**config.mk**
```make
export PLATFORM = sky130hd
export DESIGN_NAME = operand_mux
export DESIGN_NICKNAME = d
export VERILOG_FILES = /design/src/verilog/isa_pkg.sv /design/src/verilog/issue_pkg.sv /design/src/verilog/operand_mux.sv
export SDC_FILE = /design/constraint.sdc
export NUM_CORES = 1
export LEC_CHECK = 0
export CORE_AREA = 2 2 231 233
export DETAILED_ROUTE_END_ITERATION = 7
export DIE_AREA = 0 0 233 235
export DONT_BUFFER_PORTS = 1
export PLACE_DENSITY_LB_ADDON = 0.2
export SYNTH_ARGS = -nofsm -noshare
export SYNTH_HDL_FRONTEND = slang
export SYNTH_SLANG_ARGS = --single-unit
```
**constraint.sdc**
```tcl
create_clock -name vclk -period 1.3
set_input_delay 0.065 -clock vclk [all_inputs]
set_output_delay 0.065 -clock vclk [all_outputs]
set_load 0.01 [all_outputs]
```
**src/verilog/isa_pkg.sv**
```systemverilog
package isa_pkg;

    // ----------------------------------------------------------
    // architectural widths
    // ----------------------------------------------------------
    // integer data path width
    localparam int unsigned XLEN          = 64;
    // register index width and register count
    localparam int unsigned REG_ADDR_BITS = 5;
    localparam int unsigned NR_REGS       = 2 ** REG_ADDR_BITS;

    // unit that executes an instruction, also the owner of a pending write
    typedef enum logic [2:0] {
        FU_NONE,
        FU_ALU,
        FU_BRANCH,
        FU_LOAD,
        FU_STORE,
        FU_MULT,
        FU_CSR
    } fu_e;

    // integer subset of operations seen by issue
    typedef enum logic [3:0] {
        OP_ADD,
        OP_SUB,
        OP_SLL,
        OP_LD,
        OP_SD,
        OP_BEQ,
        OP_JAL,
        OP_MUL,
        OP_CSRRW,
        OP_SFENCE_VMA
    } op_e;

    // sfence.vma may take a csr-owned operand from the scoreboard
    function automatic logic can_forward_csr(input op_e op);
        return op == OP_SFENCE_VMA;
    endfunction

endpackage

```
**src/verilog/issue_pkg.sv**
```systemverilog
package issue_pkg;

    import isa_pkg::*;

    // ----------------------------------------------------------
    // stage parameters
    // ----------------------------------------------------------
    // commit write ports into the regfile, 1 to 4 supported
    localparam int unsigned NR_COMMIT_PORTS = 2;
    // scoreboard tag width
    localparam int unsigned TRANS_ID_BITS   = 3;
    // virtual address width of the pc, sign extended to XLEN
    localparam int unsigned VLEN            = 39;

    // decoded instruction from the scoreboard
    typedef struct packed {
        logic [VLEN-1:0]          pc;
        logic [REG_ADDR_BITS-1:0] rs1;
        logic [REG_ADDR_BITS-1:0] rs2;
        logic [REG_ADDR_BITS-1:0] rd;
        logic [XLEN-1:0]          imm;
        fu_e                      fu;
        op_e                      op;
        logic [TRANS_ID_BITS-1:0] trans_id;
        // operand a from pc
        logic                     use_pc;
        // operand b from imm
        logic                     use_imm;
        // operand a from rs1 index, zero extended
        logic                     use_zimm;
    } issue_instr_t;

    // one regfile write from commit
    typedef struct packed {
        logic                     we;
        logic [REG_ADDR_BITS-1:0] waddr;
        logic [XLEN-1:0]          wdata;
    } commit_port_t;

    // scoreboard answer for one source register
    typedef struct packed {
        logic [XLEN-1:0] value;
        logic            valid;
    } sb_operand_t;

    // registered bundle handed to execute
    typedef struct packed {
        logic [XLEN-1:0]          operand_a;
        logic [XLEN-1:0]          operand_b;
        logic [XLEN-1:0]          imm;
        fu_e                      fu;
        op_e                      op;
        logic [TRANS_ID_BITS-1:0] trans_id;
    } fu_data_t;

    // one valid pulse per execute unit
    typedef struct packed {
        logic alu;
        logic branch;
        logic lsu;
        logic mult;
        logic csr;
    } fu_valid_t;

    // pending writer of every integer register
    typedef fu_e [NR_REGS-1:0] clobber_vec_t;

endpackage

```
**src/verilog/operand_mux.sv**
```systemverilog
`timescale 1ns/1ps

module operand_mux import isa_pkg::*, issue_pkg::*; (
    input  issue_instr_t    issue_instr_i,
    // regfile read data
    input  logic [XLEN-1:0] rdata_a_i,
    input  logic [XLEN-1:0] rdata_b_i,
    // scoreboard values
    input  logic [XLEN-1:0] sb_rs1_value_i,
    input  logic [XLEN-1:0] sb_rs2_value_i,
    input  logic            fwd_rs1_i,
    input  logic            fwd_rs2_i,
    output fu_data_t        fu_data_next_o
);

    logic [XLEN-1:0] operand_a;
    logic [XLEN-1:0] operand_b;

    // ----------------------------------------------------------
    // operand select, later rules override earlier ones
    // ----------------------------------------------------------
    always_comb begin : operand_select
        operand_a = fwd_rs1_i ? sb_rs1_value_i : rdata_a_i;
        operand_b = fwd_rs2_i ? sb_rs2_value_i : rdata_b_i;
        // auipc, jal style
        if (issue_instr_i.use_pc) begin
            operand_a = {{(XLEN-VLEN){issue_instr_i.pc[VLEN-1]}}, issue_instr_i.pc};
        end
        // csr immediate forms, zero extended
        if (issue_instr_i.use_zimm) begin
            operand_a = {{(XLEN-REG_ADDR_BITS){1'b0}}, issue_instr_i.rs1};
        end
        // stores and branches keep rs2, imm travels on its own field
        if (issue_instr_i.use_imm &&
            (issue_instr_i.fu != FU_STORE) && (issue_instr_i.fu != FU_BRANCH)) begin
            operand_b = issue_instr_i.imm;
        end
    end

    assign fu_data_next_o.operand_a = operand_a;
    assign fu_data_next_o.operand_b = operand_b;
    assign fu_data_next_o.imm       = issue_instr_i.imm;
    assign fu_data_next_o.fu        = issue_instr_i.fu;
    assign fu_data_next_o.op        = issue_instr_i.op;
    assign fu_data_next_o.trans_id  = issue_instr_i.trans_id;

endmodule

```
==> flow_results.org <==
** Final layout
- Final core occ :: 7.370%
- In the final design database the tool counted 726 nets.
- From synthesis to final layout, the design area changed by 4.553%.
- Area occupied by registers :: 0 sq um
- Number of flip-flops and latches :: 0
- Fraction of final layout cells sized beyond drive strength 1 :: 50.15%
- Layout filler cell count :: 6137
- After routing the design area is 3850 sq um.
- CLK BUF :: 0

** Synthesis
- Syn Std Cell Area :: 3682 sq um
- The number of different library cells used by synthesis comes to 17.
- For this run, the number of Yosys warnings is 0.
- Proportion of synthesized chip area in sequential cells :: 0%
- Number of cells produced by synthesis :: 441
- sky130_fd_sc_hd__mux2_2 is the most common cell in the netlist.
- Synthesized area divided by synthesized cell count :: 8.350 sq um
- Top cells by area, synth :: sky130_fd_sc_hd__mux2_2 (49%), sky130_fd_sc_hd__buf_4 (15%), sky130_fd_sc_hd__mux2i_1 (10%), sky130_fd_sc_hd__nor2_1 (6.0%), sky130_fd_sc_hd__a211oi_1 (5.3%)
- The largest total area in the synthesized netlist belongs to sky130_fd_sc_hd__mux2_2.
- After synthesis, the largest area contributor takes up 49.24% of total cell area.
- Synth top cells by count :: sky130_fd_sc_hd__mux2_2 (161), sky130_fd_sc_hd__buf_4 (76), sky130_fd_sc_hd__nor2_1 (59)
- The number of nets in the synthesized netlist is 830.

** Place
- Detailed placement finished with a half-perimeter wire length of 20790 microns.
- In this run the cell area measured after placement is 3840 sq um.
- Port bufs :: 0
- Routability-driven placement finished with a final weighted congestion of 0.9746.

** Power and ir drop
- Sequential cells burn 0% of the power.
- In this run switching power makes up 52.28% of total power.
- Total internal power :: 0.6087 mW
- Power spread over the standard cell area amounts to 331.3 nW/um^2.
- IR analysis of the VDD net gives a maximum drop of 0.1593 mV.
- The analysis attributes to net switching a power of 0.6669 mW.
- Per report_power, the clock group accounts for 0% of the total.
- Static Leakage :: 1.158 nW
- Share of power burned in combinational logic :: 100.0%

** Global route
- The number of global-route vias before repair was 2751.
- The total overflow left after global routing is 0.
- Entering global routing, the biggest net connects 91 pins.
- The initial antenna violation count is 32.
- Wire length of the first global-routing pass :: 28370 microns
- In the global route stage, overall resource usage came out at 7.645%.

** CTS
- In this run, post-CTS hold repair placed 0 buffers.
- Postcts setup bufs :: 0
- Count of cells resized by post-cts repair :: 0

** Worst setup path
- Startpoint types :: input port
- Data on the critical path arrives at its endpoint at 1.09 ns.
- Largest fanout on the critical path :: 34
- CP Data Required Time :: 1.24 ns
- STA classifies the critical path endpoint as an output pin.
- The critical path is of the input port to output pin type.

** Timing
- Number of failing hold endpoints at the final stage :: 0
- Peak Freq :: 868.1 MHz
- Adding up every negative setup slack in the final design gives 0 ns.
- Final count of negative-setup-slack endpoints :: 0
- Worst slew pin tran :: 0.4600 ns
- Setup repair after global routing left no endpoint under its margin.
- The worst pin sits at a relative slew slack of 69.15%.
- The number of max-slew violations in the final report was 0.
- The final critical path takes up 88.61% of the cycle.
- The worst path in the final design needs a cycle of 1.152 ns, including I/O delays and setup.

** Hold path
- Kind of path behind the tightest hold check :: input port to output pin

** Drt
- After detailed routing, the number of remaining DRC violations is 0.
- Detailed routing inserted a total of 3058 vias.
- In this run the remaining antenna-violating nets after routing total 0.
- The first TritonRoute pass finished after 4 iterations.
- WL per Instance :: 22.67 microns
- After the first detailed-routing iteration, the DRC count stood at 168.
- Summed over all layers, the routed wires come to 23290 microns.
- Dividing the detail-routed via count by the number of cells gives 2.978.

** Die
- The die is 235 microns tall.
- Rows :: 84
- Area of the core region :: 52240 sq um
- Chip width :: 233 microns
- Initial Util :: 7.049%
- In this run the count of I/O pins placed on the die edge is 591.
- The die covers 54760 sq um.

** Flow run
- The tool flagged a number of max-cap violations equal to 0.

** Run status
- Run status :: complete, no violations
[metrics by stage]
stage	setup slack, ns	instances	hold WS (ns)	total power [mW]
floorplan	0.1360	441	0.2218	1.378
global placement	0.1579	1023	0.1301	1.280
detailed placement	0.1536	1023	0.1301	1.275
CTS	0.1465	1023	0.1301	1.284
global route	0.1140	1024	0.1300	1.346
finish	0.1480	1027	0.1300	1.276
[cell families (layout without fill, tap and decap cells)]
group | Yosys count | after routing | synth area share (%)
AO/OA/AOI/OAI | 33 | 33 | 6.626
multiplexers | 204 | 204 | 61.09
AND/OR/NAND/NOR | 90 | 90 | 10.94
buffers and inverters | 113 | 7 | 21.10
other | 0 | 4 | 0
XOR/XNOR | 1 | 1 | 0.2379
[layout make-up]
type	count	area [sq um]	share of cell area, %
multi-input combinational	328	2905	75.46
tap	688	860.8	22.36
timing repair buffer	6	70.07	1.820
antenna	4	10.01	0.2600
inverter	1	3.754	0.09750
[placed cells by master, fill, tap and decap left out]
cell	netlist	layout
sky130_fd_sc_hd__mux2_2	161	161
sky130_fd_sc_hd__nor2_1	59	59
sky130_fd_sc_hd__mux2i_1	38	38
sky130_fd_sc_hd__nor2b_1	26	26
sky130_fd_sc_hd__a211oi_1	26	26
sky130_fd_sc_hd__nand2_1	5	5
sky130_fd_sc_hd__o21ai_0	5	5
sky130_fd_sc_hd__mux2_1	5	5
sky130_fd_sc_hd__diode_2	0	4
sky130_fd_sc_hd__buf_4	76	4
sky130_fd_sc_hd__buf_12	0	2
sky130_fd_sc_hd__inv_1	1	1
sky130_fd_sc_hd__a21o_1	1	1
sky130_fd_sc_hd__xnor2_1	1	1
sky130_fd_sc_hd__o21ai_4	1	1
[worst max-delay path, stage by stage]
cell	delay [ns]
sky130_fd_sc_hd__xnor2_1	0.13
sky130_fd_sc_hd__o21ai_4	0.20
sky130_fd_sc_hd__buf_12	0.24
sky130_fd_sc_hd__mux2_2	0.43
[routing by layer]
| layer | up-vias | share of wire (%) | track usage, % |
|---|---|---|---|
| met3 | 40 | 13 | 4.284 |
| met4 | 32 | 0.32 | 0.09651 |
| li1 | 1278 | - | - |
| met5 | - | 0.92 | 0 |
| met1 | 1504 | 43 | 10.76 |
| met2 | 204 | 43 | 10.61 |
[path summary, 6_finish.rpt]
check,end,start,slack [ns],depth (start not counted)
worst max-delay path,fu_data_next_o[75],issue_instr_i[12],0.15,4
worst min-delay path,fu_data_next_o[0],issue_instr_i[3],0.13,0
[power groups by stage]
stage	Combinational [mW]	Clock (mW)	Sequential, mW
2_1_floorplan	1.38	0	0
3_3_place_gp	1.28	0	0
3_5_place_dp	1.28	0	0
4_1_cts	1.28	0	0
5_1_grt	1.35	0.000000103	0
6_report	1.28	0.000000416	0
Note: power is estimated with default switching activity, not from simulation.
