<file path="src/verilog/isa_pkg.sv">
package isa_pkg;

    // ----------------------------------------------------------
    // architectural widths
    // ----------------------------------------------------------
    // integer data path width
    localparam int unsigned XLEN          = 64;
    // register index width and register count
    localparam int unsigned REG_ADDR_BITS = 5;
    localparam int unsigned NR_REGS       = 2 ** REG_ADDR_BITS;

    // unit that executes an instruction, also the owner of a pending write
    typedef enum logic [2:0] {
        FU_NONE,
        FU_ALU,
        FU_BRANCH,
        FU_LOAD,
        FU_STORE,
        FU_MULT,
        FU_CSR
    } fu_e;

    // integer subset of operations seen by issue
    typedef enum logic [3:0] {
        OP_ADD,
        OP_SUB,
        OP_SLL,
        OP_LD,
        OP_SD,
        OP_BEQ,
        OP_JAL,
        OP_MUL,
        OP_CSRRW,
        OP_SFENCE_VMA
    } op_e;

    // sfence.vma may take a csr-owned operand from the scoreboard
    function automatic logic can_forward_csr(input op_e op);
        return op == OP_SFENCE_VMA;
    endfunction

endpackage

</file>
<file path="src/verilog/issue_pkg.sv">
package issue_pkg;

    import isa_pkg::*;

    // ----------------------------------------------------------
    // stage parameters
    // ----------------------------------------------------------
    // commit write ports into the regfile, 1 to 4 supported
    localparam int unsigned NR_COMMIT_PORTS = 2;
    // scoreboard tag width
    localparam int unsigned TRANS_ID_BITS   = 3;
    // virtual address width of the pc, sign extended to XLEN
    localparam int unsigned VLEN            = 39;

    // decoded instruction from the scoreboard
    typedef struct packed {
        logic [VLEN-1:0]          pc;
        logic [REG_ADDR_BITS-1:0] rs1;
        logic [REG_ADDR_BITS-1:0] rs2;
        logic [REG_ADDR_BITS-1:0] rd;
        logic [XLEN-1:0]          imm;
        fu_e                      fu;
        op_e                      op;
        logic [TRANS_ID_BITS-1:0] trans_id;
        // operand a from pc
        logic                     use_pc;
        // operand b from imm
        logic                     use_imm;
        // operand a from rs1 index, zero extended
        logic                     use_zimm;
    } issue_instr_t;

    // one regfile write from commit
    typedef struct packed {
        logic                     we;
        logic [REG_ADDR_BITS-1:0] waddr;
        logic [XLEN-1:0]          wdata;
    } commit_port_t;

    // scoreboard answer for one source register
    typedef struct packed {
        logic [XLEN-1:0] value;
        logic            valid;
    } sb_operand_t;

    // registered bundle handed to execute
    typedef struct packed {
        logic [XLEN-1:0]          operand_a;
        logic [XLEN-1:0]          operand_b;
        logic [XLEN-1:0]          imm;
        fu_e                      fu;
        op_e                      op;
        logic [TRANS_ID_BITS-1:0] trans_id;
    } fu_data_t;

    // one valid pulse per execute unit
    typedef struct packed {
        logic alu;
        logic branch;
        logic lsu;
        logic mult;
        logic csr;
    } fu_valid_t;

    // pending writer of every integer register
    typedef fu_e [NR_REGS-1:0] clobber_vec_t;

endpackage

</file>
<file path="src/verilog/operand_hazard.sv">
`timescale 1ns/1ps

module operand_hazard import isa_pkg::*, issue_pkg::*; (
    input  issue_instr_t                           issue_instr_i,
    input  logic                                   issue_valid_i,
    // pending writers and scoreboard availability
    input  clobber_vec_t                           clobber_i,
    input  logic                                   sb_rs1_valid_i,
    input  logic                                   sb_rs2_valid_i,
    // commit writes of this cycle
    input  commit_port_t [NR_COMMIT_PORTS-1:0]     commit_i,
    // unit readiness
    input  logic                                   flu_ready_i,
    input  logic                                   lsu_ready_i,
    // a multiply was issued last cycle
    input  logic                                   mult_pending_i,
    output logic                                   fwd_rs1_o,
    output logic                                   fwd_rs2_o,
    output logic                                   issue_ack_o
);

    logic stall;
    logic fu_busy;
    logic rd_free;
    logic rd_committing;
    fu_e  rs1_owner;
    fu_e  rs2_owner;

    assign rs1_owner = clobber_i[issue_instr_i.rs1];
    assign rs2_owner = clobber_i[issue_instr_i.rs2];

    // ----------------------------------------------------------
    // source availability
    // ----------------------------------------------------------
    always_comb begin : src_check
        fwd_rs1_o = 1'b0;
        fwd_rs2_o = 1'b0;
        stall     = 1'b0;
        // zimm carries an immediate in rs1, nothing to wait for
        if (!issue_instr_i.use_zimm && (rs1_owner != FU_NONE)) begin
            // csr results only reach us through the regfile
            if (sb_rs1_valid_i &&
                ((rs1_owner != FU_CSR) || can_forward_csr(issue_instr_i.op))) begin
                fwd_rs1_o = 1'b1;
            end else begin
                stall = 1'b1;
            end
        end
        if (rs2_owner != FU_NONE) begin
            if (sb_rs2_valid_i &&
                ((rs2_owner != FU_CSR) || can_forward_csr(issue_instr_i.op))) begin
                fwd_rs2_o = 1'b1;
            end else begin
                stall = 1'b1;
            end
        end
    end

    // busy flag of the unit this instruction needs
    always_comb begin : unit_busy
        case (issue_instr_i.fu)
            FU_ALU, FU_BRANCH, FU_MULT, FU_CSR: fu_busy = ~flu_ready_i;
            FU_LOAD, FU_STORE:                  fu_busy = ~lsu_ready_i;
            default:                            fu_busy = 1'b0;
        endcase
    end

    // ----------------------------------------------------------
    // write-after-write check
    // ----------------------------------------------------------
    assign rd_free = (clobber_i[issue_instr_i.rd] == FU_NONE);

    // the pending writer retires this cycle, so rd frees up
    always_comb begin : rd_commit_check
        rd_committing = 1'b0;
        for (int p = 0; p < NR_COMMIT_PORTS; p++) begin
            if (commit_i[p].we && (commit_i[p].waddr == issue_instr_i.rd)) begin
                rd_committing = 1'b1;
            end
        end
    end

    always_comb begin : issue_accept
        issue_ack_o = 1'b0;
        if (issue_valid_i) begin
            if (!stall && !fu_busy && (rd_free || rd_committing)) begin
                issue_ack_o = 1'b1;
            end
            // no unit involved, retire straight away
            if (issue_instr_i.fu == FU_NONE) begin
                issue_ack_o = 1'b1;
            end
        end
        // mult result bus is shared, only mult may follow mult
        if (mult_pending_i && (issue_instr_i.fu != FU_MULT)) begin
            issue_ack_o = 1'b0;
        end
    end

endmodule

</file>
<file path="config.mk">
export PLATFORM = sky130hd
export DESIGN_NAME = operand_hazard
export DESIGN_NICKNAME = d
export VERILOG_FILES = /design/src/verilog/isa_pkg.sv /design/src/verilog/issue_pkg.sv /design/src/verilog/operand_hazard.sv
export SDC_FILE = /design/constraint.sdc
export NUM_CORES = 1
export LEC_CHECK = 0
export ABC_AREA = 1
export BUFFER_PORTS_ARGS = -buffer_cell sky130_fd_sc_hd__buf_2
export CORE_AREA = 2 2 148 150
export DETAILED_ROUTE_END_ITERATION = 8
export DIE_AREA = 0 0 150 152
export GPL_TIMING_DRIVEN = 0
export MAX_ROUTING_LAYER = met4
export SYNTH_ARGS = -nofsm -noshare
export SYNTH_HDL_FRONTEND = slang
export SYNTH_SLANG_ARGS = --single-unit
</file>
<file path="constraint.sdc">
create_clock -name vclk -period 1.3
set_input_delay 0.065 -clock vclk [all_inputs]
set_output_delay 0.065 -clock vclk [all_outputs]
set_load 0.02 [all_outputs]
</file>
==> run summary <==
The run finished, with violations left. The checks that failed: negative setup slack. The achievable frequency is 0.561 GHz, and the area growth from synthesis to final layout is 70.9%.

The tools report the max-slew violation count as 0. The cell taking the most area after synthesis was nand2_1. Global routing used 18.1% of the available tracks.

The minimum period implied by the final worst setup slack is 1780 ps. The maximum fanout along the worst path was 7. The layout has 0 clock buffers. The tools report the total count of hold-check failures in the final report as 0. The final critical path takes up 137% of the cycle. The total overflow left after global routing is 0. The critical path arrival was 1720 ps. The worst setup path is launched from an input port. For the weighted congestion at the end of routability-driven global placement, the log shows 0.979. The logs give 0 for the post-detailed-route count of antenna-violating nets and 657 for the number of DRC markers after the initial detailed-route iteration. The core area was 21400 um2; the hold slack was 481 ps.

In this run the worst setup path begins at issue_instr_i[87]. For this design the top-level I/O count stands at 376. The total of warnings raised by yosys was 0.

The per-instance average area after synthesis works out to 4.30 um2. The run gives 6 as the count of TritonRoute iterations in the first routing pass. In this run the static leakage power is 0.00266 uW. In the finished design the tool counted flip-flops and latches totalling 0. The logs give 30.2 mm for the global-route wire length before repair and 4970 um2 for the post-route standard cell area excluding fillers. The worst hold path belongs to the class in -> out. In this run the power density over the cells is 376 nW/um2. The tools report the final routed DRC violation total as 0. Sorting the synthesized cells by area gives the leading types as nand2_1 42%, nand3_1 31%, inv_1 6.7%.

The setup path with the least slack is of type in -> out. The pre-CTS setup slack was -974 ps. In the final layout, flip-flops and latches occupy 0 um2. The total via count in the routed design came out at 5203. The element type at the critical path end was a primary output. The instance area at placement is 4060 um2, and the half-perimeter wire length after detailed placement is 16.3 mm. The logs give 1049 for the net count after synthesis and 22 for the number of distinct library cells after synthesis. The initial utilization of the core area, before any placement, comes to 13.6%. Dividing the detail-routed wire length by the instance count gives 18.9 um.

Wires add up to 21.1 mm. Slew at the pin closest to its max-slew limit: 767 ps. The final setup slack of the worst path is -481 ps, and the register area share after synthesis is 0%. The via count of the first global-routing pass is 5029, and the fraction of post-synthesis cell area in the top cell type by area is 42.1%.

The post-route netlist has 34.2% of its cells at a drive strength greater than 1. For the placement row count, the log shows 54. The post-cts hold buffer count was 0; the relative slew slack was 48.5%. Setup repair after global routing could not meet its margin everywhere. In this run the vertical extent of the chip is 152 um. The maximum VDD drop was 0.109 mV. The combined area of all synthesized cells was 2910 um2; the number of violations of the max-capacitance limit was 0. At the worst endpoint, the required time is 1240 ps. The run gives 11 as the pin count of the biggest net entering global routing. The tools report the filler cell count as 2538.

The die covers 22800 um2. After detailed routing, the number of vias per cell comes to 4.65. The count of final setup violators was 3. Measured along the x axis, the die boundary spans 150 um. The net count of the finished layout is 1212. The cell count after synthesis came out at 676. The number of port buffers came out at 137. The run gives 1 as the number of antenna violations at the first check in global routing.

The startpoint of the most critical hold path was issue_valid_i.
==> path summary, 6_finish.rpt <==
check,to,slack [ps],cells past startpoint
max,issue_ack_o,-480,18
min,issue_ack_o,480,4
==> stage by stage <==
step	cells	utilization (%)	setup TNS [ps]	total power, uW
finish	1118	23.3	-1110	1870
global route	1118	23.3	-1370	1990
CTS	1117	22.0	-1090	1720
detailed placement	1093	19.0	-2360	1460
global placement	1093	19.0	-2360	1460
floorplan	676	-	-59.9	796
==> synth_stat cells <==
| master | number |
|---|---|
| a21oi_1 | 5 |
| clkbuf_1 | 10 |
| or2_2 | 1 |
| inv_2 | 2 |
| xnor2_1 | 4 |
| buf_6 | 2 |
| nor2_1 | 44 |
| nor3b_1 | 1 |
| inv_1 | 52 |
| nand4_1 | 2 |
| nor3_1 | 5 |
| buf_2 | 16 |
| buf_1 | 2 |
| o22ai_1 | 1 |
| a211oi_1 | 1 |
| a31oi_1 | 1 |
| o21ai_0 | 10 |
| nand2_1 | 326 |
| buf_4 | 9 |
| and2_1 | 1 |
| mux2i_1 | 1 |
| nand3_1 | 180 |
==> cell type report <==
cell class / instances / area, um2 / area share, %
well taps: 280 / 350 / 7.05
inverters: 54 / 238 / 4.79
multi-input cells: 583 / 2830 / 56.9
repair buffers: 161 / 1060 / 21.4
diodes: 1 / 2.50 / 0.0504
plain buffers: 39 / 487 / 9.80
==> logic make-up (layout without fill, tap and decap cells) <==
| logic type | count (synthesis) | in the layout | share of synthesized area [%] |
|---|---|---|---|
| XOR/XNOR | 4 | 4 | 1.21 |
| buffers and inverters | 93 | 254 | 14.4 |
| AND/OR/NAND/NOR | 560 | 560 | 80.8 |
| AO/OA/AOI/OAI | 18 | 18 | 3.27 |
| multiplexers | 1 | 1 | 0.345 |
| other | 0 | 1 | 0 |
==> power breakdown <==
group | leakage [uW] | internal, uW | switching (uW)
sequential | 0 | 0 | 0
combinational | 0.00266 | 758 | 1110
clock | 0.00000000634 | 0.000103 | 0
==> worst max-delay path: stages <==
cell      delay [ps]
buf_12           100
clkinv_8          50
buf_12           140
buf_12           150
nand2_1           70
nand3_2           70
nand3_2           90
nand2_2           70
nand2_2           70
nand3_2           70
nand2_2           90
nor2_1            40
nand2_1          100
nand2_2           90
nand2_4          110
nand3_4           80
a21oi_4          130
buf_6            130
==> timing repair <==
action                                 in CTS  in global routing
resized for setup                         108                 74
endpoints found under the hold margin       0                  0
buffers inserted                           18                  0
cloned                                      6                  0
pin swaps                                  29                 24
setup endpoints to repair                   3                  3
==> cell usage in the layout (no fill, tap or decap), types with 2 or more instances in the layout <==
cell        count
nand2_2        32
buf_16          5
clkbuf_2        2
buf_12         11
nor3_1          4
xnor2_1         4
nor2_1         43
o21ai_0        10
nand2_4         4
clkinvlp_4      2
a21oi_1         4
buf_2         130
nand3_2        37
buf_8           5
inv_2           2
nand2_1       290
nand4_1         2
inv_1          46
clkbuf_8        3
buf_6          19
clkbuf_4        4
nand3_1       142
buf_4          19
==> layer usage <==
| layer | track usage, % | share of wire [%] |
|---|---|---|
| met5 | - | 0 |
| met4 | 5.75 | 4.1 |
| met2 | 30.3 | 47 |
| met3 | 3.54 | 10 |
| met1 | 21.7 | 39 |
Note: power is estimated with default switching activity, not from simulation.
